[src/rv_isa_pkg.sv]
package rv_isa_pkg;

  typedef logic [31:0] word_t;
  typedef logic [4:0]  reg_idx_t;

  typedef enum logic [3:0] {
    ALU_ADD,
    ALU_SUB,
    ALU_SLL,
    ALU_SLT,
    ALU_SLTU,
    ALU_XOR,
    ALU_SRL,
    ALU_SRA,
    ALU_OR,
    ALU_AND,
    ALU_PASS_B              // lui
  } alu_op_t;

  typedef enum logic [1:0] {
    SIZE_BYTE,
    SIZE_HALF,
    SIZE_WORD
  } mem_size_t;             // Matches funct3[1:0] of loads and stores

  localparam logic [6:0] OP_LUI    = 7'b0110111;
  localparam logic [6:0] OP_AUIPC  = 7'b0010111;
  localparam logic [6:0] OP_JAL    = 7'b1101111;
  localparam logic [6:0] OP_JALR   = 7'b1100111;
  localparam logic [6:0] OP_BRANCH = 7'b1100011;
  localparam logic [6:0] OP_LOAD   = 7'b0000011;
  localparam logic [6:0] OP_STORE  = 7'b0100011;
  localparam logic [6:0] OP_IMM    = 7'b0010011;
  localparam logic [6:0] OP_REG    = 7'b0110011;
  localparam logic [6:0] OP_SYSTEM = 7'b1110011;

  localparam word_t EBREAK_WORD = 32'h0010_0073;

endpackage

[src/rv_bus_pkg.sv]
package rv_bus_pkg;

  typedef logic [31:0] addr_t;
  typedef logic [7:0]  mem_idx_t;     // Word index, address bits 9:2
  typedef logic [3:0]  byte_mask_t;

  localparam int    MEM_WORDS = 256;
  localparam addr_t MEM_BASE  = 32'h8000_0000;
  localparam addr_t RESET_PC  = MEM_BASE;

endpackage

[src/rv_mem_arbiter.sv]
`timescale 1ns/1ns
module rv_mem_arbiter (
  input  logic                   clk,
  input  logic                   arst_n,
  input  logic                   h_req,
  input  logic                   h_we,
  input  rv_bus_pkg::addr_t      h_addr,
  input  rv_isa_pkg::word_t      h_wdata,
  output logic                   h_ack,
  input  logic                   f_req,
  input  rv_bus_pkg::addr_t      f_addr,
  output logic                   f_ack,
  input  logic                   d_req,
  input  logic                   d_we,
  input  rv_bus_pkg::addr_t      d_addr,
  input  rv_isa_pkg::word_t      d_wdata,
  input  rv_bus_pkg::byte_mask_t d_mask,
  output logic                   d_ack,
  output logic                   m_req,
  output logic                   m_we,
  output rv_bus_pkg::addr_t      m_addr,
  output rv_isa_pkg::word_t      m_wdata,
  output rv_bus_pkg::byte_mask_t m_mask,
  input  logic                   m_ack
);
  import rv_isa_pkg::*;
  import rv_bus_pkg::*;

  typedef enum logic [1:0] {GNT_NONE, GNT_HOST, GNT_DATA, GNT_FETCH} grant_t;

  grant_t grant;

  always_ff @(posedge clk or negedge arst_n) begin
    if (!arst_n) begin
      grant <= GNT_NONE;
    end else if (grant == GNT_NONE) begin
      if (h_req)
        grant <= GNT_HOST;
      else if (d_req)
        grant <= GNT_DATA;
      else if (f_req)
        grant <= GNT_FETCH;
    end else if (!m_req && !m_ack) begin   // Handshake back to idle
      grant <= GNT_NONE;
    end
  end

  always_comb begin
    m_req   = 1'b0;
    m_we    = 1'b0;
    m_addr  = f_addr;
    m_wdata = '0;
    m_mask  = '0;
    case (grant)
      GNT_HOST: begin
        m_req   = h_req;
        m_we    = h_we;
        m_addr  = h_addr;
        m_wdata = h_wdata;
        m_mask  = 4'b1111;
      end
      GNT_DATA: begin
        m_req   = d_req;
        m_we    = d_we;
        m_addr  = d_addr;
        m_wdata = d_wdata;
        m_mask  = d_mask;
      end
      GNT_FETCH: m_req = f_req;
      default: ;
    endcase
  end

  assign h_ack = grant == GNT_HOST && m_ack;
  assign d_ack = grant == GNT_DATA && m_ack;
  assign f_ack = grant == GNT_FETCH && m_ack;

  a_ack_granted: assert property (@(posedge clk) disable iff (!arst_n)
    m_ack |-> grant != GNT_NONE);

endmodule

[config.mk]
export PLATFORM = sky130hd
export DESIGN_NAME = rv_mem_arbiter
export DESIGN_NICKNAME = d
export VERILOG_FILES = /design/src/rv_isa_pkg.sv /design/src/rv_bus_pkg.sv /design/src/rv_mem_arbiter.sv
export SDC_FILE = /design/constraint.sdc
export NUM_CORES = 1
export LEC_CHECK = 0
export BUFFER_PORTS_ARGS = -buffer_cell sky130_fd_sc_hd__buf_2
export CAP_MARGIN = 20
export CORE_AREA = 2 2 96 98
export DETAILED_ROUTE_END_ITERATION = 7
export DIE_AREA = 0 0 98 100
export SYNTH_ARGS = -nofsm -noshare
export SYNTH_HDL_FRONTEND = slang
export SYNTH_SLANG_ARGS = --single-unit
[constraint.sdc]
create_clock -name clk -period 1.55 [get_ports clk]
set_clock_uncertainty 0.15 [all_clocks]
set_input_delay 0.2325 -clock clk [delete_from_list [all_inputs] [get_ports clk]]
set_output_delay 0.2325 -clock clk [all_outputs]
set_load 0.03 [all_outputs]
* Word level (Yosys, flattened, before mapping)
Cells that the tools add are included.
Storage, ports and cells: register bits 2, word-level logic and storage cells 24
Operators by class: equal/unequal tests 4, muxes and demuxes 10, reduce and logical (&&, ||, !) cells 9
Operators by type and width (count):
- one-hot mux 32 bit (2 select lines) | 2
- 2-to-1 mux 2 bit | 5
- one-hot mux 4 bit (2 select lines) | 1
- == test 2 bit, second input constant | 2
- logical AND 1 bit | 4
- != test 4 bit, second input constant | 1
- one-hot mux 1 bit (3 select lines) | 1
- == test 2 x 1 -> 1 bit, second input constant | 1
- zero test 1 bit | 2
- zero test 2 bit | 1
- one-hot mux 1 bit (2 select lines) | 1
- AND reduction 2 bit | 1
- nonzero test 2 bit | 1

* Depth between registers and ports, before layout
Gate-level depths: netlist of run 1.
depth after elaboration 6, depth in mapped cells 6, mapped depth without buffers 5

* Worst setup path before layout of run 1
OpenSTA, ideal clock, no wires.
path kind flip-flop to output port, start register grant[0], end output port m_addr[0], data arrival time 1.750 ns, data required time 1.167 ns, setup slack -0.583 ns, cell stages (with the launch flop) 7, buffers on the path 2, cell sequence dfrtp_1 -> inv_1 -> ha_1 -> buf_2 -> clkbuf_1 -> nor2_1 -> a21oi_1
On the way: word-level cells in the longest chain between the ends 2, elaborated cells on any way between the ends 3
Ends and longest elaborated chain:
- start: declaration | RTL line rv_mem_arbiter.sv:31 | grant_t grant;
- start signal: assignment | RTL line rv_mem_arbiter.sv:35 | grant <= GNT_NONE;
- start signal: assignment | RTL line rv_mem_arbiter.sv:38 | grant <= GNT_HOST;
- start signal: assignment | RTL line rv_mem_arbiter.sv:40 | grant <= GNT_DATA;
- == test 2 bit or == test 2 x 1 -> 1 bit (tied branches) | RTL line rv_mem_arbiter.sv:54 | case (grant)
- one-hot mux 32 bit (2 select lines) * | RTL line rv_mem_arbiter.sv:54
- end: declaration | RTL line rv_mem_arbiter.sv:21 | output rv_bus_pkg::addr_t m_addr,
Every way passes the cells marked *; elsewhere a longest branch is shown, timed or not.

* Worst setup path in the final report of run 1
start register grant[1], end output port m_wdata[30]
On the way: word-level cells in the longest chain between the ends 2, elaborated cells on any way between the ends 3
Ends and longest elaborated chain:
- == test 2 bit or == test 2 x 1 -> 1 bit (tied branches) | RTL line rv_mem_arbiter.sv:54
- one-hot mux 32 bit (2 select lines) * | RTL line rv_mem_arbiter.sv:54
- end: declaration | RTL line rv_mem_arbiter.sv:22 | output rv_isa_pkg::word_t m_wdata,
Marks and branches as above.

==> summary.json, run 1 <==
{
  "setup_path": {
    "rrSetupSlack_ns": -0.10,
    "endpoint_type_of_the_worst_setup_path": "output pin",
    "critPathKind": "reg2out",
    "critPathRequiredTime_ns": 1.17,
    "critical_path_peak_fanout": 32,
    "worstPathArrival_ns": 1.67,
    "startpoint_type": "register"
  },
  "layout": {
    "layout.core_utilization_pct": 49.6,
    "areaGrowthSynthToFinish_pct": 228,
    "layout_common_cells": "189 x buf_2, 54 x buf_6, 43 x a22oi_1",
    "layout-drive-gt1-share_pct": 86.3,
    "number_of_diodes_added_for_antenna_fixing": 0,
    "layout.cells.most_common": "buf_2",
    "design_area_sq_um": 4410,
    "regMostFlops": "grant",
    "largestRegisters": "grant: 2 flops",
    "final_nets": 659,
    "multiInputGateArea_sq_um": 2040,
    "largest_register_ffs": 2,
    "regArea_sq_um": 50.0,
    "fillerInstances": 830
  },
  "placement": {
    "portBuffers": 244,
    "gp_routability_congestion": 0.891,
    "detailed_place.area_sq_um": 3610,
    "post-dp-hpwl_mm": 6.40
  },
  "cts": {
    "cts.clk_slew.worst_paths_ns": 0.03,
    "tritoncts_num_sinks": 2,
    "worstSkewPairLatency_ns": 0.21,
    "cts-root-to-sink-buffers": 2,
    "tritoncts": "yes",
    "ctsHtreeMaxLevel": 1,
    "cts-root-buf": "clkbuf_8",
    "cts_inserted_buffers": 3
  },
  "global_route": {
    "globalRouteOverflowTotal": 0,
    "grt_pass1_wl_mm": 12.3,
    "grt_antenna_before_repair": 0,
    "gr-usage-all-layers_pct": 14.9,
    "first_global_vias": 2639,
    "grt_start_max_net_pins": 39
  },
  "power": {
    "sequential_share_of_power_pct": 0.7,
    "vdd_drop_max_v": 0.00144,
    "leakagePower_uw": 0.00202,
    "finalPower_uw": 14700,
    "power.density_nw_per_um2": 3330,
    "combinational_power_share_pct": 97.9,
    "p_int_uw": 7280,
    "clock_power_share_pct": 1.4,
    "netSwitchingFraction_pct": 50.5,
    "power_switching_uw": 7420
  },
  "run": {
    "max_cap_violations": 0
  },
  "floorplanning": {
    "design.core.area_sq_um": 8890,
    "rows": 35,
    "fp.dieH_microns": 100,
    "floorplan.initialDensity_pct": 15.1,
    "floorplan.die_area_sq_um": 9800,
    "die_w_microns": 98,
    "boundaryPins": 245
  },
  "status": {
    "run_status": "finished, violations left",
    "violations_in_the_final_reports": "setup timing"
  },
  "timing": {
    "finalMaxSlewViolations": 0,
    "worst_slew_margin_rel_pct": 78.7,
    "endpoints_failing_setup": 75,
    "unrepaired_setup_endpoints_after_global_routing": "true",
    "min_period_over_period_pct": 132,
    "period_needed_ns": 2.05,
    "tightest_slew_ns": 0.319,
    "fmax_mhz": 487,
    "finalWorstSetupSlack_ns": -0.503,
    "report.final.hold_viol_count": 0
  },
  "yosys": {
    "yosysUniqueCellTypes": 17,
    "yosys_warnings": 0,
    "area_share_of_the_largest_cell_type_after_synthesis_pct": 36.2,
    "muxShareOfSynthArea_pct": 0,
    "synth_seq_area_share_pct": 3.72,
    "synth.top_cells.by_area": "a22oi_1 36%, nor2b_1 17%, a21oi_1 14%",
    "synthAdderAreaFrac_pct": 4.65,
    "synth-xor-area-share_pct": 0,
    "syn-mean-instance-area_sq_um": 6.12,
    "synth_area_sq_um": 1350,
    "synth_simple_gate_area_share_pct": 29.4,
    "post_synth_inst_count": 220,
    "mappedNetlistNets": 397,
    "combinational_family_with_the_most_area_after_synthesis": "compound AO/OA/AOI/OAI gates",
    "yosys.area.top_type": "a22oi_1",
    "synth_seq_cells": 2,
    "synth_compound_area_share_pct": 52.3
  },
  "worst_hold_path": {
    "holdCritPathClass": "in2async"
  },
  "route": {
    "wl_mm": 8.87,
    "route.vias.total": 2739,
    "drt-pass1-iter-count": 4,
    "vias_per_cell": 4.63,
    "post_drt_wl_per_cell_microns": 15.0,
    "route.detailed.drc": 0,
    "number_of_drc_violations_after_detailed_routing_iteration_0": 65,
    "ant_nets": 0
  }
}
[critical path, cell delays in order, from the launching register on]
cell,delay (ns)
dfrtp_1,0.37
inv_2,0.10
ha_2,0.26
buf_12,0.22
buf_4,0.14
a22oi_2,0.08
nor2b_4,0.10
buf_2,0.19
[power by group through the flow]
stage	Sequential [uW]	Combinational (uW)	Clock (uW)
2_1_floorplan	104	9000	0
4_1_cts	98.1	12700	210
3_3_place_gp	98.4	10900	0
5_1_grt	99.7	15100	219
6_report	98.0	14400	206
3_5_place_dp	98.6	11000	0
[synth_stat cells]
master / number
a21oi_1: 37
a222oi_1: 1
a22oi_1: 65
and2_1: 3
and3_1: 1
buf_2: 14
buf_6: 1
clkbuf_1: 12
dfrtp_1: 2
ha_1: 5
inv_1: 2
nand2_1: 2
nor2_1: 35
nor2b_1: 37
o21ai_0: 1
o21ai_1: 1
o221a_2: 1
[routing by layer]
metal	vias up	track usage, %	share of wire [%]
met3	18	2.02	6.8
met5	-	0	0
met2	133	29.1	54
met4	0	2.99	1.9
li1	1337	-	-
met1	1251	17.2	37
[cell families after synthesis]
logic type,Yosys count
flip-flops,2
adder cells (fa/ha/maj),5
AO/OA/AOI/OAI,106
buffers and inverters,29
AND/OR/NAND/NOR,78
[metrics by stage]
stage	worst slack, ns	TNS, ns	hold WS (ns)	cells
4_1_cts	-0.509	-33.40	0.178	581
3_5_place_dp	-0.306	-18.95	-0.128	572
2_1_floorplan	-0.137	-8.84	-0.213	220
6_report	-0.503	-33.24	0.179	591
3_3_place_gp	-0.284	-16.89	-0.126	572
5_1_grt	-0.561	-37.43	0.187	591
[final timing paths]
| kind | start | endpoint | cells past startpoint |
|---|---|---|---|
| min | arst_n | grant[1] | 2 |
| max | grant[1] | m_wdata[30] | 7 |
| max reg2reg | grant[1] | grant[1] | 6 |
| max in group asynchronous | arst_n | grant[0] | 2 |
| min in group clk | h_req | grant[0] | 2 |
| min reg2reg | grant[0] | grant[0] | 2 |
[layout make-up]
| type | instances | area share, % |
|---|---|---|
| Tap cell | 111 | 3.15 |
| Clock buffer | 3 | 0.936 |
| Inverter | 2 | 0.170 |
| Multi-Input combinational cell | 189 | 46.1 |
| Sequential cell | 2 | 1.13 |
| Timing Repair Buffer | 284 | 48.5 |
[repair_timing]
item / CTS / global route
cloned: 2 / 5
hold buffers: 1 / 0
endpoints found under the setup margin: 75 / 75
pin swaps: 2 / 5
endpoints found under the hold margin: 2 / 0
resized for setup: 98 / 57
setup buffers: 3 / 5
Power figures use the tool's default switching activity.
==> inputs of run 2 (changes only) <==
clock period = 2.3 ns   (was 1.55 ns; I/O delays follow)
==> run 2 against run 1 <==
Net effect:
- critical path depth shrank 1
- combinational power shrank 62%
- register-to-register slack gained 0.54 ns
- total power is 62% lower
- final cell count is 5.2% lower
- flip-flop and latch count stayed put
- the run now ends clean
==> summary.json, run 2 (synthesis gave the netlist of run 1 again) <==
{
  "status": {
    "run_status": "completed"
  },
  "global_route": {
    "grt_start_max_net_pins": 44,
    "grt_pass1_wl_mm": 10.1,
    "met1_usage_pct": 13.0,
    "groute.layer.met3.usage_pct": 2.58,
    "first_global_vias": 2264,
    "grt_use_met2_pct": 24.3,
    "globalRouteOverflowTotal": 0,
    "grt_antenna_before_repair": 0,
    "gr-usage-all-layers_pct": 12.0,
    "globalRoute.busiestLayer": "met2"
  },
  "setup_path": {
    "rrSetupSlack_ns": 0.44,
    "critPathRequiredTime_ns": 1.80,
    "cp_num_cells": 6,
    "crit_chain": "inv_2, ha_2, buf_12, a222oi_1, nor2_1, buf_2",
    "critical_path.n_buffers_inverters": 3,
    "worst_r2r_path_depth": 6,
    "cp_slowest_cell": "dfrtp_1",
    "timing.critical_path.max_delay_family": "buffers and inverters",
    "endpoint_type_of_the_worst_setup_path": "output pin",
    "worstPathArrival_ns": 1.77,
    "startpoint_type": "register",
    "maximum_cell_stage_delay_along_the_critical_path_ns": 0.41,
    "critPathKind": "reg2out",
    "critical_path_peak_fanout": 31
  },
  "layout": {
    "layout_common_cells": "237 x buf_2, 65 x a22oi_1, 37 x nor2b_1",
    "final_nets": 628,
    "number_of_diodes_added_for_antenna_fixing": 0,
    "largestRegisters": "grant: 2 flops",
    "regMostFlops": "grant",
    "fillerInstances": 975,
    "layout.cells.most_common": "buf_2",
    "areaGrowthSynthToFinish_pct": 113,
    "design_area_sq_um": 2870,
    "largest_register_ffs": 2,
    "layout-drive-gt1-share_pct": 59.0
  },
  "timing": {
    "min_period_over_period_pct": 98.4,
    "endpoints_failing_setup": 0,
    "finalMaxSlewViolations": 0,
    "timing.setup.tns_ns": 0,
    "hold_ws_ns": 0.293,
    "tightest_slew_ns": 0.386,
    "finalWorstSetupSlack_ns": 0.0369,
    "worst_slew_margin_rel_pct": 74.3,
    "report.final.hold_viol_count": 0,
    "period_needed_ns": 2.26,
    "unrepaired_setup_endpoints_after_global_routing": "true",
    "fmax_mhz": 442
  },
  "cts": {
    "ctsHtreeMaxLevel": 1,
    "cts.clk_slew.worst_paths_ns": 0.03,
    "cts_inserted_buffers": 3,
    "worstSkewPairLatency_ns": 0.21,
    "tritoncts_num_sinks": 2,
    "cts-root-to-sink-buffers": 2,
    "tritoncts": "yes",
    "cts-root-buf": "clkbuf_8",
    "cts.repair_timing.setup_buffer_count": 0
  },
  "route": {
    "vias_per_cell": 4.58,
    "route.detailed.drc": 0,
    "post_drt_wl_per_cell_microns": 12.3,
    "wl_mm": 6.87,
    "number_of_drc_violations_after_detailed_routing_iteration_0": 83,
    "drt-pass1-iter-count": 4,
    "route.vias.total": 2564,
    "ant_nets": 0
  },
  "placement": {
    "post-dp-hpwl_mm": 5.33,
    "detailed_place.area_sq_um": 2710,
    "portBuffers": 244,
    "gp_routability_congestion": 0.863,
    "dpl_worst_slack_ns": 0.156
  },
  "floorplanning": {
    "boundaryPins": 245,
    "design.core.area_sq_um": 8890,
    "floorplan.die_area_sq_um": 9800,
    "fp.dieH_microns": 100,
    "rows": 35,
    "die_w_microns": 98,
    "floorplan.initialDensity_pct": 15.1
  },
  "power": {
    "leakagePower_uw": 0.00152,
    "vdd_drop_max_v": 0.00110,
    "power.density_nw_per_um2": 1960,
    "finalPower_uw": 5620
  },
  "worst_hold_path": {
    "holdCritPathClass": "in2async"
  },
  "run": {
    "max_cap_violations": 0
  }
}
run 2: cell types whose count changed in the layout (fill, tap and decap cells not counted), sizes merged:
| cell | delta |
|---|---|
| buf | -29 |
| clkbuf | -3 |
| bufbuf | +1 |
run 2: power breakdown:
group          total [uW]  leakage [uW]  switching, uW  internal [uW]
Sequential           81.2     0.0000237           26.7           54.5
Clock                 136     0.0000216           25.2            110
Combinational        5410       0.00147           3450           1960
run 2: area by class of cell:
type	count	area, sq um	share of cell area, %
clock buffers	3	41.3	1.44
inverters	2	7.51	0.262
multi-input cells	189	1200	41.9
flip-flops and latches	2	51.3	1.79
well taps	111	139	4.85
repair buffers	253	1430	49.8
run 2: path summary, 6_finish.rpt:
path | start | to
max in group asynchronous | arst_n | grant[0]
hold reg to reg | grant[0] | grant[0]
setup / recovery | grant[1] | m_req
setup reg to reg | grant[1] | grant[1]
min in group clk | h_req | grant[0]
hold / removal | arst_n | grant[1]
run 2: stage by stage:
stage,util [%],std cells
after floorplan,-,220
after global placement,30.5,554
after detailed placement,30.5,554
after CTS,31.5,559
after global routing,32.2,560
final,32.2,560
run 2: repair_timing:
action                                 CTS  global route
endpoints found under the hold margin    2             0
setup endpoints to repair                3            64
resized for setup                        4            14
hold buffers                             1             0
gates cloned                             1             1
run 2: worst register-to-register path, stage by stage, from the launching register on:
cell and delay (ns):
dfrtp_1 0.41, inv_2 0.09, ha_2 0.22, buf_12 0.17, a222oi_1 0.41, o21ai_1 0.13, and3_1 0.16
run 2: layer usage:
layer  up-vias  wire length, microns
li1       1274                     -
met1      1140                  2520
met2       150                  3670
met3         0                   684
met4         0                     0
met5         -                     0
