$ cat config.mk
export PLATFORM = sky130hd
export DESIGN_NAME = rv_core
export DESIGN_NICKNAME = d
export VERILOG_FILES = /design/src/rv_isa_pkg.sv /design/src/rv_bus_pkg.sv /design/src/rv_decoder.sv /design/src/rv_regfile.sv /design/src/rv_lsu.sv /design/src/rv_core.sv
export SDC_FILE = /design/constraint.sdc
export NUM_CORES = 2
export LEC_CHECK = 0
export BUFFER_PORTS_ARGS = -buffer_cell sky130_fd_sc_hd__buf_2
export CORE_ASPECT_RATIO = 0.8
export CORE_MARGIN = 3
export CORE_UTILIZATION = 45
export DETAILED_ROUTE_END_ITERATION = 7
export SLEW_MARGIN = 0
export SYNTH_ARGS = -nofsm -noshare
export SYNTH_HDL_FRONTEND = slang
export SYNTH_SLANG_ARGS = --single-unit
$ cat constraint.sdc
create_clock -name clk -period 8.2 [get_ports clk]
set_input_delay 0 -clock clk [delete_from_list [all_inputs] [get_ports clk]]
set_output_delay 0 -clock clk [all_outputs]
set_load 0.02 [all_outputs]
$ cat src/rv_isa_pkg.sv
package rv_isa_pkg;

  typedef logic [31:0] word_t;
  typedef logic [4:0]  reg_idx_t;

  typedef enum logic [3:0] {
    ALU_ADD,
    ALU_SUB,
    ALU_SLL,
    ALU_SLT,
    ALU_SLTU,
    ALU_XOR,
    ALU_SRL,
    ALU_SRA,
    ALU_OR,
    ALU_AND,
    ALU_PASS_B              // lui
  } alu_op_t;

  typedef enum logic [1:0] {
    SIZE_BYTE,
    SIZE_HALF,
    SIZE_WORD
  } mem_size_t;             // Matches funct3[1:0] of loads and stores

  localparam logic [6:0] OP_LUI    = 7'b0110111;
  localparam logic [6:0] OP_AUIPC  = 7'b0010111;
  localparam logic [6:0] OP_JAL    = 7'b1101111;
  localparam logic [6:0] OP_JALR   = 7'b1100111;
  localparam logic [6:0] OP_BRANCH = 7'b1100011;
  localparam logic [6:0] OP_LOAD   = 7'b0000011;
  localparam logic [6:0] OP_STORE  = 7'b0100011;
  localparam logic [6:0] OP_IMM    = 7'b0010011;
  localparam logic [6:0] OP_REG    = 7'b0110011;
  localparam logic [6:0] OP_SYSTEM = 7'b1110011;

  localparam word_t EBREAK_WORD = 32'h0010_0073;

endpackage

$ cat src/rv_bus_pkg.sv
package rv_bus_pkg;

  typedef logic [31:0] addr_t;
  typedef logic [7:0]  mem_idx_t;     // Word index, address bits 9:2
  typedef logic [3:0]  byte_mask_t;

  localparam int    MEM_WORDS = 256;
  localparam addr_t MEM_BASE  = 32'h8000_0000;
  localparam addr_t RESET_PC  = MEM_BASE;

endpackage

$ cat src/rv_decoder.sv
`timescale 1ns/1ns
module rv_decoder (
  input  rv_isa_pkg::word_t     instr,
  output rv_isa_pkg::alu_op_t   alu_op,
  output rv_isa_pkg::word_t     imm,
  output rv_isa_pkg::reg_idx_t  rs1,
  output rv_isa_pkg::reg_idx_t  rs2,
  output rv_isa_pkg::reg_idx_t  rd,
  output logic                  use_imm,
  output logic                  use_pc,
  output logic                  reg_wen,
  output logic                  is_load,
  output logic                  is_store,
  output logic                  is_branch,
  output logic                  is_jal,
  output logic                  is_jalr,
  output logic                  is_ebreak,
  output logic                  illegal,
  output logic [2:0]            funct3,
  output rv_isa_pkg::mem_size_t size,
  output logic                  load_unsigned
);
  import rv_isa_pkg::*;

  logic [6:0] opcode;
  logic [6:0] funct7;
  logic       f7_zero;
  logic       f7_alt;
  word_t      imm_i, imm_s, imm_b, imm_u, imm_j;

  function automatic alu_op_t f3_op(input logic [2:0] f3, input logic alt);
    case (f3)
      3'b000:  return alt ? ALU_SUB : ALU_ADD;
      3'b001:  return ALU_SLL;
      3'b010:  return ALU_SLT;
      3'b011:  return ALU_SLTU;
      3'b100:  return ALU_XOR;
      3'b101:  return alt ? ALU_SRA : ALU_SRL;
      3'b110:  return ALU_OR;
      default: return ALU_AND;
    endcase
  endfunction

  assign opcode        = instr[6:0];
  assign funct3        = instr[14:12];
  assign funct7        = instr[31:25];
  assign rs1           = instr[19:15];
  assign rs2           = instr[24:20];
  assign rd            = instr[11:7];
  assign f7_zero       = funct7 == 7'b0000000;
  assign f7_alt        = funct7 == 7'b0100000;
  assign size          = mem_size_t'(funct3[1:0]);
  assign load_unsigned = funct3[2];

  assign imm_i = {{20{instr[31]}}, instr[31:20]};
  assign imm_s = {{20{instr[31]}}, instr[31:25], instr[11:7]};
  assign imm_b = {{20{instr[31]}}, instr[7], instr[30:25], instr[11:8], 1'b0};
  assign imm_u = {instr[31:12], 12'b0};
  assign imm_j = {{12{instr[31]}}, instr[19:12], instr[20], instr[30:21], 1'b0};

  always_comb begin
    alu_op    = ALU_ADD;
    imm       = imm_i;
    use_imm   = 1'b0;
    use_pc    = 1'b0;
    reg_wen   = 1'b0;
    is_load   = 1'b0;
    is_store  = 1'b0;
    is_branch = 1'b0;
    is_jal    = 1'b0;
    is_jalr   = 1'b0;
    is_ebreak = 1'b0;
    illegal   = 1'b0;
    case (opcode)
      OP_LUI: begin
        alu_op  = ALU_PASS_B;
        imm     = imm_u;
        use_imm = 1'b1;
        reg_wen = 1'b1;
      end
      OP_AUIPC: begin
        imm     = imm_u;
        use_imm = 1'b1;
        use_pc  = 1'b1;
        reg_wen = 1'b1;
      end
      OP_JAL: begin
        imm     = imm_j;
        is_jal  = 1'b1;
        reg_wen = 1'b1;
      end
      OP_JALR: begin
        use_imm = 1'b1;                             // Target from the ALU sum
        is_jalr = funct3 == 3'b000;
        reg_wen = funct3 == 3'b000;
        illegal = funct3 != 3'b000;
      end
      OP_BRANCH: begin
        imm       = imm_b;
        is_branch = funct3[2:1] != 2'b01;
        illegal   = funct3[2:1] == 2'b01;
      end
      OP_LOAD: begin
        use_imm = 1'b1;
        is_load = funct3 inside {3'b000, 3'b001, 3'b010, 3'b100, 3'b101};
        reg_wen = is_load;
        illegal = !is_load;
      end
      OP_STORE: begin
        imm      = imm_s;
        use_imm  = 1'b1;
        is_store = funct3 inside {3'b000, 3'b001, 3'b010};
        illegal  = !is_store;
      end
      OP_IMM: begin
        alu_op  = f3_op(funct3, funct3 == 3'b101 && f7_alt);
        use_imm = 1'b1;
        illegal = (funct3 == 3'b001 && !f7_zero) ||
                  (funct3 == 3'b101 && !f7_zero && !f7_alt);
        reg_wen = !illegal;
      end
      OP_REG: begin
        alu_op  = f3_op(funct3, f7_alt);
        illegal = !(f7_zero || (f7_alt && funct3 inside {3'b000, 3'b101}));
        reg_wen = !illegal;
      end
      OP_SYSTEM: begin
        is_ebreak = instr == EBREAK_WORD;
        illegal   = instr != EBREAK_WORD;          // ecall, CSRs
      end
      default: illegal = 1'b1;                      // fence and unknown opcodes
    endcase
  end

endmodule

$ cat src/rv_regfile.sv
`timescale 1ns/1ns
module rv_regfile (
  input  logic                 clk,
  input  logic                 arst_n,
  input  rv_isa_pkg::reg_idx_t raddr1,
  input  rv_isa_pkg::reg_idx_t raddr2,
  input  rv_isa_pkg::reg_idx_t waddr,
  input  logic                 wen,
  input  rv_isa_pkg::word_t    wdata,
  output rv_isa_pkg::word_t    rdata1,
  output rv_isa_pkg::word_t    rdata2
);
  import rv_isa_pkg::*;

  word_t regs [32];

  always_ff @(posedge clk or negedge arst_n) begin
    if (!arst_n) begin
      for (int i = 0; i < 32; i++)
        regs[i] <= '0;
    end else if (wen && waddr != '0) begin  // x0 never written
      regs[waddr] <= wdata;
    end
  end

  assign rdata1 = regs[raddr1];
  assign rdata2 = regs[raddr2];

  a_wdata_known: assert property (@(posedge clk) disable iff (!arst_n)
    wen && waddr != '0 |-> !$isunknown(wdata));

endmodule

$ cat src/rv_lsu.sv
`timescale 1ns/1ns
module rv_lsu (
  input  logic                   clk,
  input  logic                   arst_n,
  input  logic                   start,
  input  logic                   we,
  input  rv_isa_pkg::mem_size_t  size,
  input  logic                   load_unsigned,
  input  rv_bus_pkg::addr_t      addr,
  input  rv_isa_pkg::word_t      store_data,
  output logic                   done,
  output rv_isa_pkg::word_t      load_data,
  output logic                   d_req,
  output rv_bus_pkg::addr_t      d_addr,
  output logic                   d_we,
  output rv_isa_pkg::word_t      d_wdata,
  output rv_bus_pkg::byte_mask_t d_mask,
  input  logic                   d_ack,
  input  rv_isa_pkg::word_t      d_rdata
);
  import rv_isa_pkg::*;
  import rv_bus_pkg::*;

  logic       ack_seen;     // Waiting for ack low after req dropped
  logic [1:0] offset;
  logic       unsigned_q;
  mem_size_t  size_q;
  word_t      rdata_q;
  word_t      lane;
  byte_mask_t mask;

  always_comb begin
    case (size)
      SIZE_BYTE: mask = 4'b0001 << addr[1:0];
      SIZE_HALF: mask = 4'b0011 << addr[1:0];
      default:   mask = 4'b1111;
    endcase
  end

  always_ff @(posedge clk or negedge arst_n) begin
    if (!arst_n) begin
      d_req    <= 1'b0;
      ack_seen <= 1'b0;
    end else if (start) begin
      d_req <= 1'b1;
    end else if (d_req && d_ack) begin
      d_req    <= 1'b0;
      ack_seen <= 1'b1;
    end else if (ack_seen && !d_ack) begin
      ack_seen <= 1'b0;
    end
  end

  always_ff @(posedge clk) begin
    if (start) begin
      d_addr     <= {addr[31:2], 2'b00};
      d_we       <= we;
      d_wdata    <= store_data << {addr[1:0], 3'b000};  // Into the byte lane
      d_mask     <= mask;
      offset     <= addr[1:0];
      size_q     <= size;
      unsigned_q <= load_unsigned;
    end
    if (d_req && d_ack)
      rdata_q <= d_rdata;
  end

  assign done = ack_seen && !d_ack;
  assign lane = rdata_q >> {offset, 3'b000};

  always_comb begin
    case (size_q)
      SIZE_BYTE: load_data = {{24{lane[7] & ~unsigned_q}}, lane[7:0]};
      SIZE_HALF: load_data = {{16{lane[15] & ~unsigned_q}}, lane[15:0]};
      default:   load_data = lane;
    endcase
  end

  a_no_overlap: assert property (@(posedge clk) disable iff (!arst_n)
    start |-> !d_req && !ack_seen);

endmodule

$ cat src/rv_core.sv
`timescale 1ns/1ns
module rv_core (
  input  logic                   clk,
  input  logic                   arst_n,
  input  logic                   run,
  output logic                   f_req,
  output rv_bus_pkg::addr_t      f_addr,
  input  logic                   f_ack,
  input  rv_isa_pkg::word_t      f_rdata,
  output logic                   d_req,
  output rv_bus_pkg::addr_t      d_addr,
  output logic                   d_we,
  output rv_isa_pkg::word_t      d_wdata,
  output rv_bus_pkg::byte_mask_t d_mask,
  input  logic                   d_ack,
  input  rv_isa_pkg::word_t      d_rdata,
  output rv_isa_pkg::word_t      pc,
  output logic                   retire_valid,
  output rv_isa_pkg::word_t      retire_pc,
  output rv_isa_pkg::reg_idx_t   retire_rd,
  output rv_isa_pkg::word_t      retire_data,
  output logic                   halted,
  output logic                   illegal
);
  import rv_isa_pkg::*;
  import rv_bus_pkg::*;

  typedef enum logic [2:0] {IDLE, FETCH, EXEC, MEM, RETIRE, HALT} state_t;

  state_t     state;
  word_t      instr;
  alu_op_t    alu_op;
  word_t      imm, rdata1, rdata2, op_a, op_b, alu_res;
  word_t      load_data, wb_data, next_pc;
  reg_idx_t   rs1, rs2, rd;
  logic [2:0] funct3;
  mem_size_t  size;
  logic       use_imm, use_pc, reg_wen, is_load, is_store, is_branch;
  logic       is_jal, is_jalr, is_ebreak, dec_illegal, load_unsigned;
  logic       mem_op, misaligned, cond, taken, lsu_done;

  rv_decoder i_rv_decoder (
    .instr(instr), .alu_op(alu_op), .imm(imm), .rs1(rs1), .rs2(rs2), .rd(rd),
    .use_imm(use_imm), .use_pc(use_pc), .reg_wen(reg_wen), .is_load(is_load),
    .is_store(is_store), .is_branch(is_branch), .is_jal(is_jal), .is_jalr(is_jalr),
    .is_ebreak(is_ebreak), .illegal(dec_illegal), .funct3(funct3), .size(size),
    .load_unsigned(load_unsigned)
  );

  rv_regfile i_rv_regfile (
    .clk(clk), .arst_n(arst_n), .raddr1(rs1), .raddr2(rs2), .waddr(rd),
    .wen(retire_valid && reg_wen), .wdata(wb_data), .rdata1(rdata1), .rdata2(rdata2)
  );

  rv_lsu i_rv_lsu (
    .clk(clk), .arst_n(arst_n), .start(state == EXEC && mem_op && !misaligned),
    .we(is_store), .size(size), .load_unsigned(load_unsigned), .addr(alu_res),
    .store_data(rdata2), .done(lsu_done), .load_data(load_data),
    .d_req(d_req), .d_addr(d_addr), .d_we(d_we), .d_wdata(d_wdata), .d_mask(d_mask),
    .d_ack(d_ack), .d_rdata(d_rdata)
  );

  assign op_a = use_pc ? pc : rdata1;
  assign op_b = use_imm ? imm : rdata2;

  always_comb begin
    case (alu_op)
      ALU_ADD:  alu_res = op_a + op_b;
      ALU_SUB:  alu_res = op_a - op_b;
      ALU_SLL:  alu_res = op_a << op_b[4:0];
      ALU_SLT:  alu_res = {31'b0, $signed(op_a) < $signed(op_b)};
      ALU_SLTU: alu_res = {31'b0, op_a < op_b};
      ALU_XOR:  alu_res = op_a ^ op_b;
      ALU_SRL:  alu_res = op_a >> op_b[4:0];
      ALU_SRA:  alu_res = $signed(op_a) >>> op_b[4:0];
      ALU_OR:   alu_res = op_a | op_b;
      ALU_AND:  alu_res = op_a & op_b;
      default:  alu_res = op_b;
    endcase
  end

  always_comb begin
    case (funct3)
      3'b000:  cond = rdata1 == rdata2;
      3'b001:  cond = rdata1 != rdata2;
      3'b100:  cond = $signed(rdata1) < $signed(rdata2);
      3'b101:  cond = $signed(rdata1) >= $signed(rdata2);
      3'b110:  cond = rdata1 < rdata2;
      default: cond = rdata1 >= rdata2;
    endcase
  end

  assign taken      = is_branch && cond;
  assign mem_op     = is_load || is_store;
  assign misaligned = mem_op && ((size == SIZE_HALF && alu_res[0]) ||
                                 (size == SIZE_WORD && alu_res[1:0] != 2'b00));
  assign next_pc    = is_jalr ? {alu_res[31:1], 1'b0} :
                      (is_jal || taken) ? pc + imm : pc + 32'd4;
  assign wb_data    = (is_jal || is_jalr) ? pc + 32'd4 : is_load ? load_data : alu_res;

  // Instruction and operands stay put until the end of RETIRE
  always_ff @(posedge clk or negedge arst_n) begin
    if (!arst_n) begin
      state   <= IDLE;
      pc      <= RESET_PC;
      f_req   <= 1'b0;
      illegal <= 1'b0;
    end else begin
      case (state)
        IDLE: if (run) begin
          state <= FETCH;
          f_req <= 1'b1;
        end
        FETCH: if (f_ack) begin
          state <= EXEC;
          f_req <= 1'b0;
        end
        EXEC: begin
          if (dec_illegal || misaligned) begin
            state   <= HALT;
            illegal <= 1'b1;
          end else if (is_ebreak) begin
            state <= HALT;
          end else begin
            state <= mem_op ? MEM : RETIRE;
          end
        end
        MEM: if (lsu_done) state <= RETIRE;
        RETIRE: begin
          state <= FETCH;
          pc    <= next_pc;
          f_req <= 1'b1;
        end
        default: state <= HALT;                    // Stays until reset
      endcase
    end
  end

  always_ff @(posedge clk) begin
    if (state == FETCH && f_ack)
      instr <= f_rdata;
  end

  assign f_addr       = pc;
  assign halted       = state == HALT;
  assign retire_valid = state == RETIRE;
  assign retire_pc    = pc;
  assign retire_rd    = reg_wen ? rd : '0;
  assign retire_data  = (reg_wen && rd != '0) ? wb_data : '0;

endmodule

== Word level (Yosys, flattened, before mapping) ==
Index checks and enable logic that the tools add are counted.

* Reduce and logical (&&, ||, !) cells: 55
* Mux-type cells: 53
* Eq/ne operators: 43
* Bitwise logic cells: 10
* Add/sub/neg operators: 4
* Shift operators: 7
* Order comparisons: 10

{| class="wikitable"
|+ Operators with widths
! operator !! count
|-
| bitwise mux 1024 bit || 1
|-
| 2-to-1 mux 32 bit || 12
|-
| binary-select mux 32 bit (select 5 bit) || 2
|-
| one-hot mux 32 bit (10 select lines) || 1
|-
| demux 32 bit (select 5 bit) || 1
|-
| < comparator 32 bit || 4
|-
| one-hot mux 31 bit (4 select lines) || 1
|-
| adder 32 bit || 2
|-
| >= comparator 32 bit || 2
|-
| one-hot mux 32 bit (2 select lines) || 1
|-
| << shifter 32 x 5 -> 32 bit || 2
|-
| right shift 32 x 5 -> 32 bit || 2
|-
| one-hot mux 4 bit (7 select lines) || 2
|-
| adder 32 x 3 -> 32 bit, second input constant || 1
|-
| bitwise AND 32 bit || 1
|-
| equality test 32 x 21 -> 1 bit, second input constant || 1
|-
| equality test 32 bit || 1
|-
| inequality test 32 x 21 -> 1 bit, second input constant || 1
|-
| inequality test 32 bit || 1
|-
| bitwise OR 32 bit || 1
|-
| >>> shifter 32 x 5 -> 32 bit || 1
|-
| subtractor 32 bit || 1
|-
| XOR 32 bit || 1
|-
| equality test 7 x 6 -> 1 bit, second input constant || 4
|-
| other kinds (45) || 135
|}

* Register bits after elaboration: 1199
* Bits of input ports: 69
* Output and inout port bits: 207
* Logic and storage cells: 229

== Longest topological paths before layout ==
* Word-level depth: 15
* Gate-level depth with buffers: 37
* Mapped depth without buffers: 23

== Modules after synthesis ==
A second synthesis with hierarchy kept.

* Cell total of the unflattened synthesis: 7508
* Area total of the unflattened synthesis: 78949.5 sq um

{| class="wikitable"
|+ By module, submodules not included
! module !! instances !! area each (sq um) !! cells each
|-
| rv_regfile || 1 || 55942.4 || 4601
|-
| rv_core || 1 || 17473.0 || 2440
|-
| rv_lsu || 1 || 4479.3 || 313
|-
| rv_decoder || 1 || 1054.8 || 154
|}

== Worst setup path after synthesis ==
Ideal clock, no wire load.

* Path kind: reg2reg
* From: register instr[21]
* To: register i_rv_lsu.d_addr[10] (enable)
* Clock period less this slack: 8.254 ns
* Stages on the path, launching flop included: 31
* Library setup time: 0.426 ns
* Arrival time: 7.828 ns
* Setup slack: -0.054 ns
* Data required time: 7.774 ns
* Cells stage by stage: edfxtp_1 buf_2 buf_2 buf_2 buf_1 buf_2 buf_2 buf_1 clkbuf_1 clkbuf_1 mux4_2 a22oi_1 o21ai_0 o21ai_0 o21ai_0 ha_1 clkbuf_1 nor2b_1 o21ai_0 a21oi_1 nor2_1 a211oi_1 o32ai_1 nor4_1 or3_1 nand4_1 or2_1 clkbuf_1 o211ai_1 nand3_1 inv_1

* Longest elaborated chain between the ends: 13
* Elaborated cells on any way between the ends: 24

{| class="wikitable"
|+ Ends and longest elaborated chain
! what !! line !! text
|-
| start, declared || rv_core.sv:31 || <nowiki>word_t instr;</nowiki>
|-
| start signal, assigned || rv_core.sv:141 || <nowiki>instr <= f_rdata;</nowiki>
|-
| NOT 5 -> 6 bit (not written as such) || rv_regfile.sv:27 || <nowiki>assign rdata2 = regs[raddr2];</nowiki>
|-
| binary-select mux 32 bit (select 5 bit) || rv_regfile.sv:27 ||
|-
| 2-to-1 mux 32 bit (not written as such) (2 in series) || rv_regfile.sv:27 ||
|-
| 2-to-1 mux 32 bit * || rv_core.sv:64 || <nowiki>assign op_b = use_imm ? imm : rdata2;</nowiki>
|-
| subtractor 32 bit (tied with other cells) || rv_core.sv:69 || <nowiki>ALU_SUB: alu_res = op_a - op_b;</nowiki>
|-
| one-hot mux 32 bit (10 select lines) * || rv_core.sv:67 || <nowiki>case (alu_op)</nowiki>
|-
| nonzero test 2 bit || rv_core.sv:96 || <nowiki>(size == SIZE_WORD && alu_res[1:0] != 2'b00));</nowiki>
|-
| logical AND 1 bit || rv_core.sv:96 ||
|-
| logical OR 1 bit * || rv_core.sv:95 || <nowiki>assign misaligned = mem_op && ((size == SIZE_HALF && alu_res[0]) ||</nowiki>
|-
| logical AND 1 bit * || rv_core.sv:95 ||
|-
| zero test 1 bit * || rv_core.sv:56 || <nowiki>.clk(clk), .arst_n(arst_n), .start(state == EXEC && mem_op && !misaligned),</nowiki>
|-
| logical AND 1 bit * || rv_core.sv:56 ||
|-
| via i_rv_lsu.start || rv_lsu.sv:5 || <nowiki>input logic start,</nowiki>
|-
| end signal, assigned || rv_lsu.sv:56 || <nowiki>d_addr <= {addr[31:2], 2'b00};</nowiki>
|-
| end, declared || rv_lsu.sv:14 || <nowiki>output rv_bus_pkg::addr_t d_addr,</nowiki>
|}

Mark *: on every way through the listed nets, which the timed path passes. The rest lies on a longest branch. The select of a mux whose other input is x is not followed.
A chain may end at the register's enable or synchronous reset.

== Final worst setup path ==
* From: register instr[16]
* To: register pc[30], in the netlist f_addr[30]

* Longest elaborated chain between the ends: 10
* Elaborated cells on any way between the ends: 28

{| class="wikitable"
|+ Ends and longest elaborated chain
! what !! line !! text
|-
| NOT 5 -> 6 bit (not written as such) || rv_regfile.sv:26 || <nowiki>assign rdata1 = regs[raddr1];</nowiki>
|-
| binary-select mux 32 bit (select 5 bit) || rv_regfile.sv:26 ||
|-
| 2-to-1 mux 32 bit (not written as such) (2 in series) || rv_regfile.sv:26 ||
|-
| >= comparator 32 bit (tied with other cells) || rv_core.sv:89 || <nowiki>default: cond = rdata1 >= rdata2;</nowiki>
|-
| one-hot mux 1 bit (5 select lines) || rv_core.sv:83 || <nowiki>case (funct3)</nowiki>
|-
| logical AND 1 bit || rv_core.sv:93 || <nowiki>assign taken = is_branch && cond;</nowiki>
|-
| logical OR 1 bit || rv_core.sv:98 || <nowiki>(is_jal || taken) ? pc + imm : pc + 32'd4;</nowiki>
|-
| 2-to-1 mux 32 bit || rv_core.sv:98 ||
|-
| 2-to-1 mux 32 bit * || rv_core.sv:97 || <nowiki>assign next_pc = is_jalr ? {alu_res[31:1], 1'b0} :</nowiki>
|-
| end signal, assigned || rv_core.sv:131 || <nowiki>pc <= next_pc;</nowiki>
|-
| end, declared || rv_core.sv:17 || <nowiki>output rv_isa_pkg::word_t pc,</nowiki>
|}

Every way passes the cells marked *; elsewhere a longest branch is shown, timed or not. The select of a mux whose other input is x is not followed.

==> impl_results.md <==
- Main flop type after synthesis: dfrtp_1
- Sequential area share after synthesis: 0.404
- VDD IR-drop max: 0.000224 V
- FP Rows: 134
- Clock Skews: 35.0 ps
- Worst Setup SP: instr[16]$_DFFE_PP_
- Post-Syn Area: 75,900 um2
- HP Class: in2reg
- Yosys top cell by area: dfrtp_1
- Chip width: 465 um
- CTS tree: yes
- RSZ-0062 raised after global routing: true
- Post-Syn Instances: 8,224
- First-pass GRT wire length: 503,000 um
- Clock network power share: 0.255
- Sequential share of power: 0.267
- Yosys top cell area share: 0.350
- Tot GR Track Use: 0.398
- PortBufs: 273
- Synth top area cells: dfrtp_1 (35%), mux2i_1 (12%), o21ai_0 (7.3%)
- Fin crit share: 0.987
- Avg Vias per Cell: 6.60
- Logic pwr share: 0.478
- Clk pin slew, worst setup/hold paths: 60 ps
- Max-slew violations: 5
- Pin slew with the least headroom to its limit: 1560 ps
- Syn-to-layout area delta: 13.9%
- Arrival @ worst endpoint: 8780 ps
- Clk buf depth: 3
- Asr flop ratio synth: 0.887
- Commonest non-fill, non-tap cell in the layout: nand2_1
- Sw Pwr: 11,200 uW
- Largest net degree at the start of global routing: 167
- Library cells used by synthesis: 104
- Routed Wire Length: 355,000 um
- Status: finished, violations left
- Later-pin clock latency in the skew report: 800 ps
- Int Pwr: 13,400 uW
- R2R Setup Slk: 110 ps
- Failing checks: max-capacitance violations, max-slew violations
- Share of layout cells above drive strength 1: 0.155
- Worst reg-to-reg path cell count: 22
- Placed cell count: 10.3k
- Power density over cell area: 284 nW/um2
- Ys Warns: 0
- Final net count: 8,597
- CP Capture Point: f_addr[30]$_DFFE_PN0P_
- Core area: 167,000 um2
- Final instance count without filler cells: 10.7k
- Post-synth EDFFs: 136
- Worst setup SP type: register
- Inserted Clock Buffers: 133
- Achievable Freq: 0.124 GHz
- Switching part of the total: 0.455
- Initial Util: 0.454
- Remaining DRCs: 0
- Via count: 70.7k
- Routability cong.: 1.10
- Slew headroom: -0.0519
- WHS Path Cells: 2
- Maxcap violations: 2
- RR Startpoint: instr[16]$_DFFE_PP_
- Req. time, crit path: 8890 ps
- CP Capture Type: register
- Drt pass-1 iters: 7
- Number of I/O pins: 276
- H-Tree Depth: 4
- Total Power: 24,500 uW
- Avg WL per Cell: 33.1 um
- Flops & latches, synth: 1,199
- Vias in the first global route: 67.4k
- 1st-iter DRT viols: 9,602
- Clock root cell: clkbuf_16
- P_leak: 0.0385 uW
- Antenna-violating nets left: 0
- Initial antenna violation count: 19
- CP max FO: 41
- Syn_area_per_cell: 9.23 um2
- Hold Startpoint: f_rdata[20]
- Most frequent cells in the layout: nand2_1 (1,147), o21ai_0 (1,091), dfrtp_1 (1,062)
- Placed wire-length estimate: 238,000 um
- # clock sinks: 1,199
- Setup Viol. Count Final: 0
- Die area: 174,000 um2
- Global route overflow: 0
- Fillers: 15.4k
- Worst r2r dst: f_addr[30]$_DFFE_PN0P_
- Post-layout minimum cycle time: 8090 ps
- Die height: 373 um
- WS Path Type: reg2reg
- Final Hold Fails: 0
worst min-delay path by stage:
| stage | to | slack [ps] |
|---|---|---|
| global route | instr[20]$_DFFE_PP_ | 40 |
| detailed placement | i_rv_regfile.regs[409]$_DFFE_PN0P_ | 20 |
| floorplan | f_addr[0]$_DFFE_PN0P_ | -300 |
| finish | instr[20]$_DFFE_PP_ | 80 |
| global placement | i_rv_regfile.regs[473]$_DFFE_PN0P_ | 10 |
| CTS | instr[20]$_DFFE_PP_ | 5 |
area by class of cell:
cell class / count / area (um2) / share of cell area
clock inverters: 40 / 589 / 0.00682
well taps: 2244 / 2810 / 0.0325
inverters: 135 / 515 / 0.00596
multi-input cells: 6069 / 41400 / 0.479
clock buffers: 199 / 3900 / 0.0451
flip-flops and latches: 1199 / 30700 / 0.355
diodes: 11 / 27.5 / 0.000318
repair buffers: 826 / 6530 / 0.0755
layer usage:
| layer | wire length (um) | share of wire | track usage | vias up |
|---|---|---|---|---|
| met4 | 17800 | 0.050 | 0.167 | 10 |
| met2 | 141000 | 0.40 | 0.542 | 4383 |
| met3 | 46800 | 0.13 | 0.144 | 878 |
| met5 | 75 | 0.00021 | 0 | - |
| met1 | 150000 | 0.42 | 0.566 | 35242 |
| li1 | - | - | - | 30235 |
metrics by stage:
stage | TNS (ps) | hold slack, ps | cell area [um2] | utilization | setup slack [ps]
CTS | 0 | 5.29 | 86300 | 0.516 | 23.9
global route | -49.3 | 42.5 | 86400 | 0.517 | -49.3
finish | 0 | 80.6 | 86500 | 0.517 | 106
global placement | 0 | 13.4 | 80300 | 0.481 | 101
floorplan | 0 | -296 | 75900 | - | 283
detailed placement | 0 | 16.5 | 80300 | 0.481 | 401
power by group through the flow:
stage / Clock [uW] / Combinational [uW] / Sequential (uW)
6_report: 6260 / 11700 / 6550
2_1_floorplan: 0 / 6320 / 6510
3_5_place_dp: 0 / 11100 / 6650
3_3_place_gp: 0 / 11100 / 6640
5_1_grt: 6560 / 12100 / 6550
4_1_cts: 6320 / 11200 / 6540
flip-flops by register name, indices dropped and copies added (netlist names):
register and count:
i_rv_regfile.regs 1024, f_addr 32, i_rv_lsu.d_wdata 32, i_rv_lsu.rdata_q 32
instr 32, i_rv_lsu.d_addr 30, i_rv_lsu.d_mask 4, state 3
i_rv_lsu.offset 2, i_rv_lsu.size_q 2, f_req 1, i_rv_lsu.ack_seen 1
i_rv_lsu.d_req 1, i_rv_lsu.d_we 1, i_rv_lsu.unsigned_q 1, illegal 1
synth_stat cells, drive strengths merged (78+ instances only):
cell type / instances
a21oi: 319
nand3: 174
dfrtp: 1062
mux4: 152
nand2: 1181
edfxtp: 136
buf: 313
a22oi: 205
o31ai: 116
o21ai: 1231
o211ai: 78
nor2: 470
mux2i: 880
mux2: 119
clkbuf: 510
ha: 161
a221oi: 78
inv: 130
o22ai: 150
logic make-up after synthesis:
| group | after synthesis | synth area share |
|---|---|---|
| compound gates | 2547 | 0.204 |
| buf+inv | 958 | 0.0582 |
| simple gates | 2128 | 0.118 |
| mux | 1151 | 0.179 |
| xor+xnor | 76 | 0.00877 |
| other cells | 1 | 0.0000494 |
| fa+ha+maj | 164 | 0.0273 |
| flops | 1199 | 0.404 |
critical path, stage by stage, from the launching register on:
cell       delay (ps)
edfxtp_1          400
buf_12            300
buf_4             590
buf_4             620
mux2i_1           260
o22ai_1           100
o21ai_0           260
nand4_1           540
ha_1              530
nand4_1           100
nor2_1            130
buf_4             160
nand2_1           290
a21oi_1           900
a2111oi_2         310
buf_4             280
or3b_2            450
a41oi_1           350
o21ai_4           190
buf_12            230
buf_4             210
or3_1             300
a32o_1            240
what timing repair did:
| item | in CTS | in global routing |
|---|---|---|
| gates resized for setup | 7 | 17 |
| endpoints found under the setup margin | 4 | 12 |
| pin swaps | 0 | 1 |
| hold buffers | 133 | 0 |
| hold endpoints to repair | 564 | 0 |
| cloned | 1 | 1 |
| buffers inserted | 2 | 10 |
Note: power is estimated with default switching activity, not from simulation.
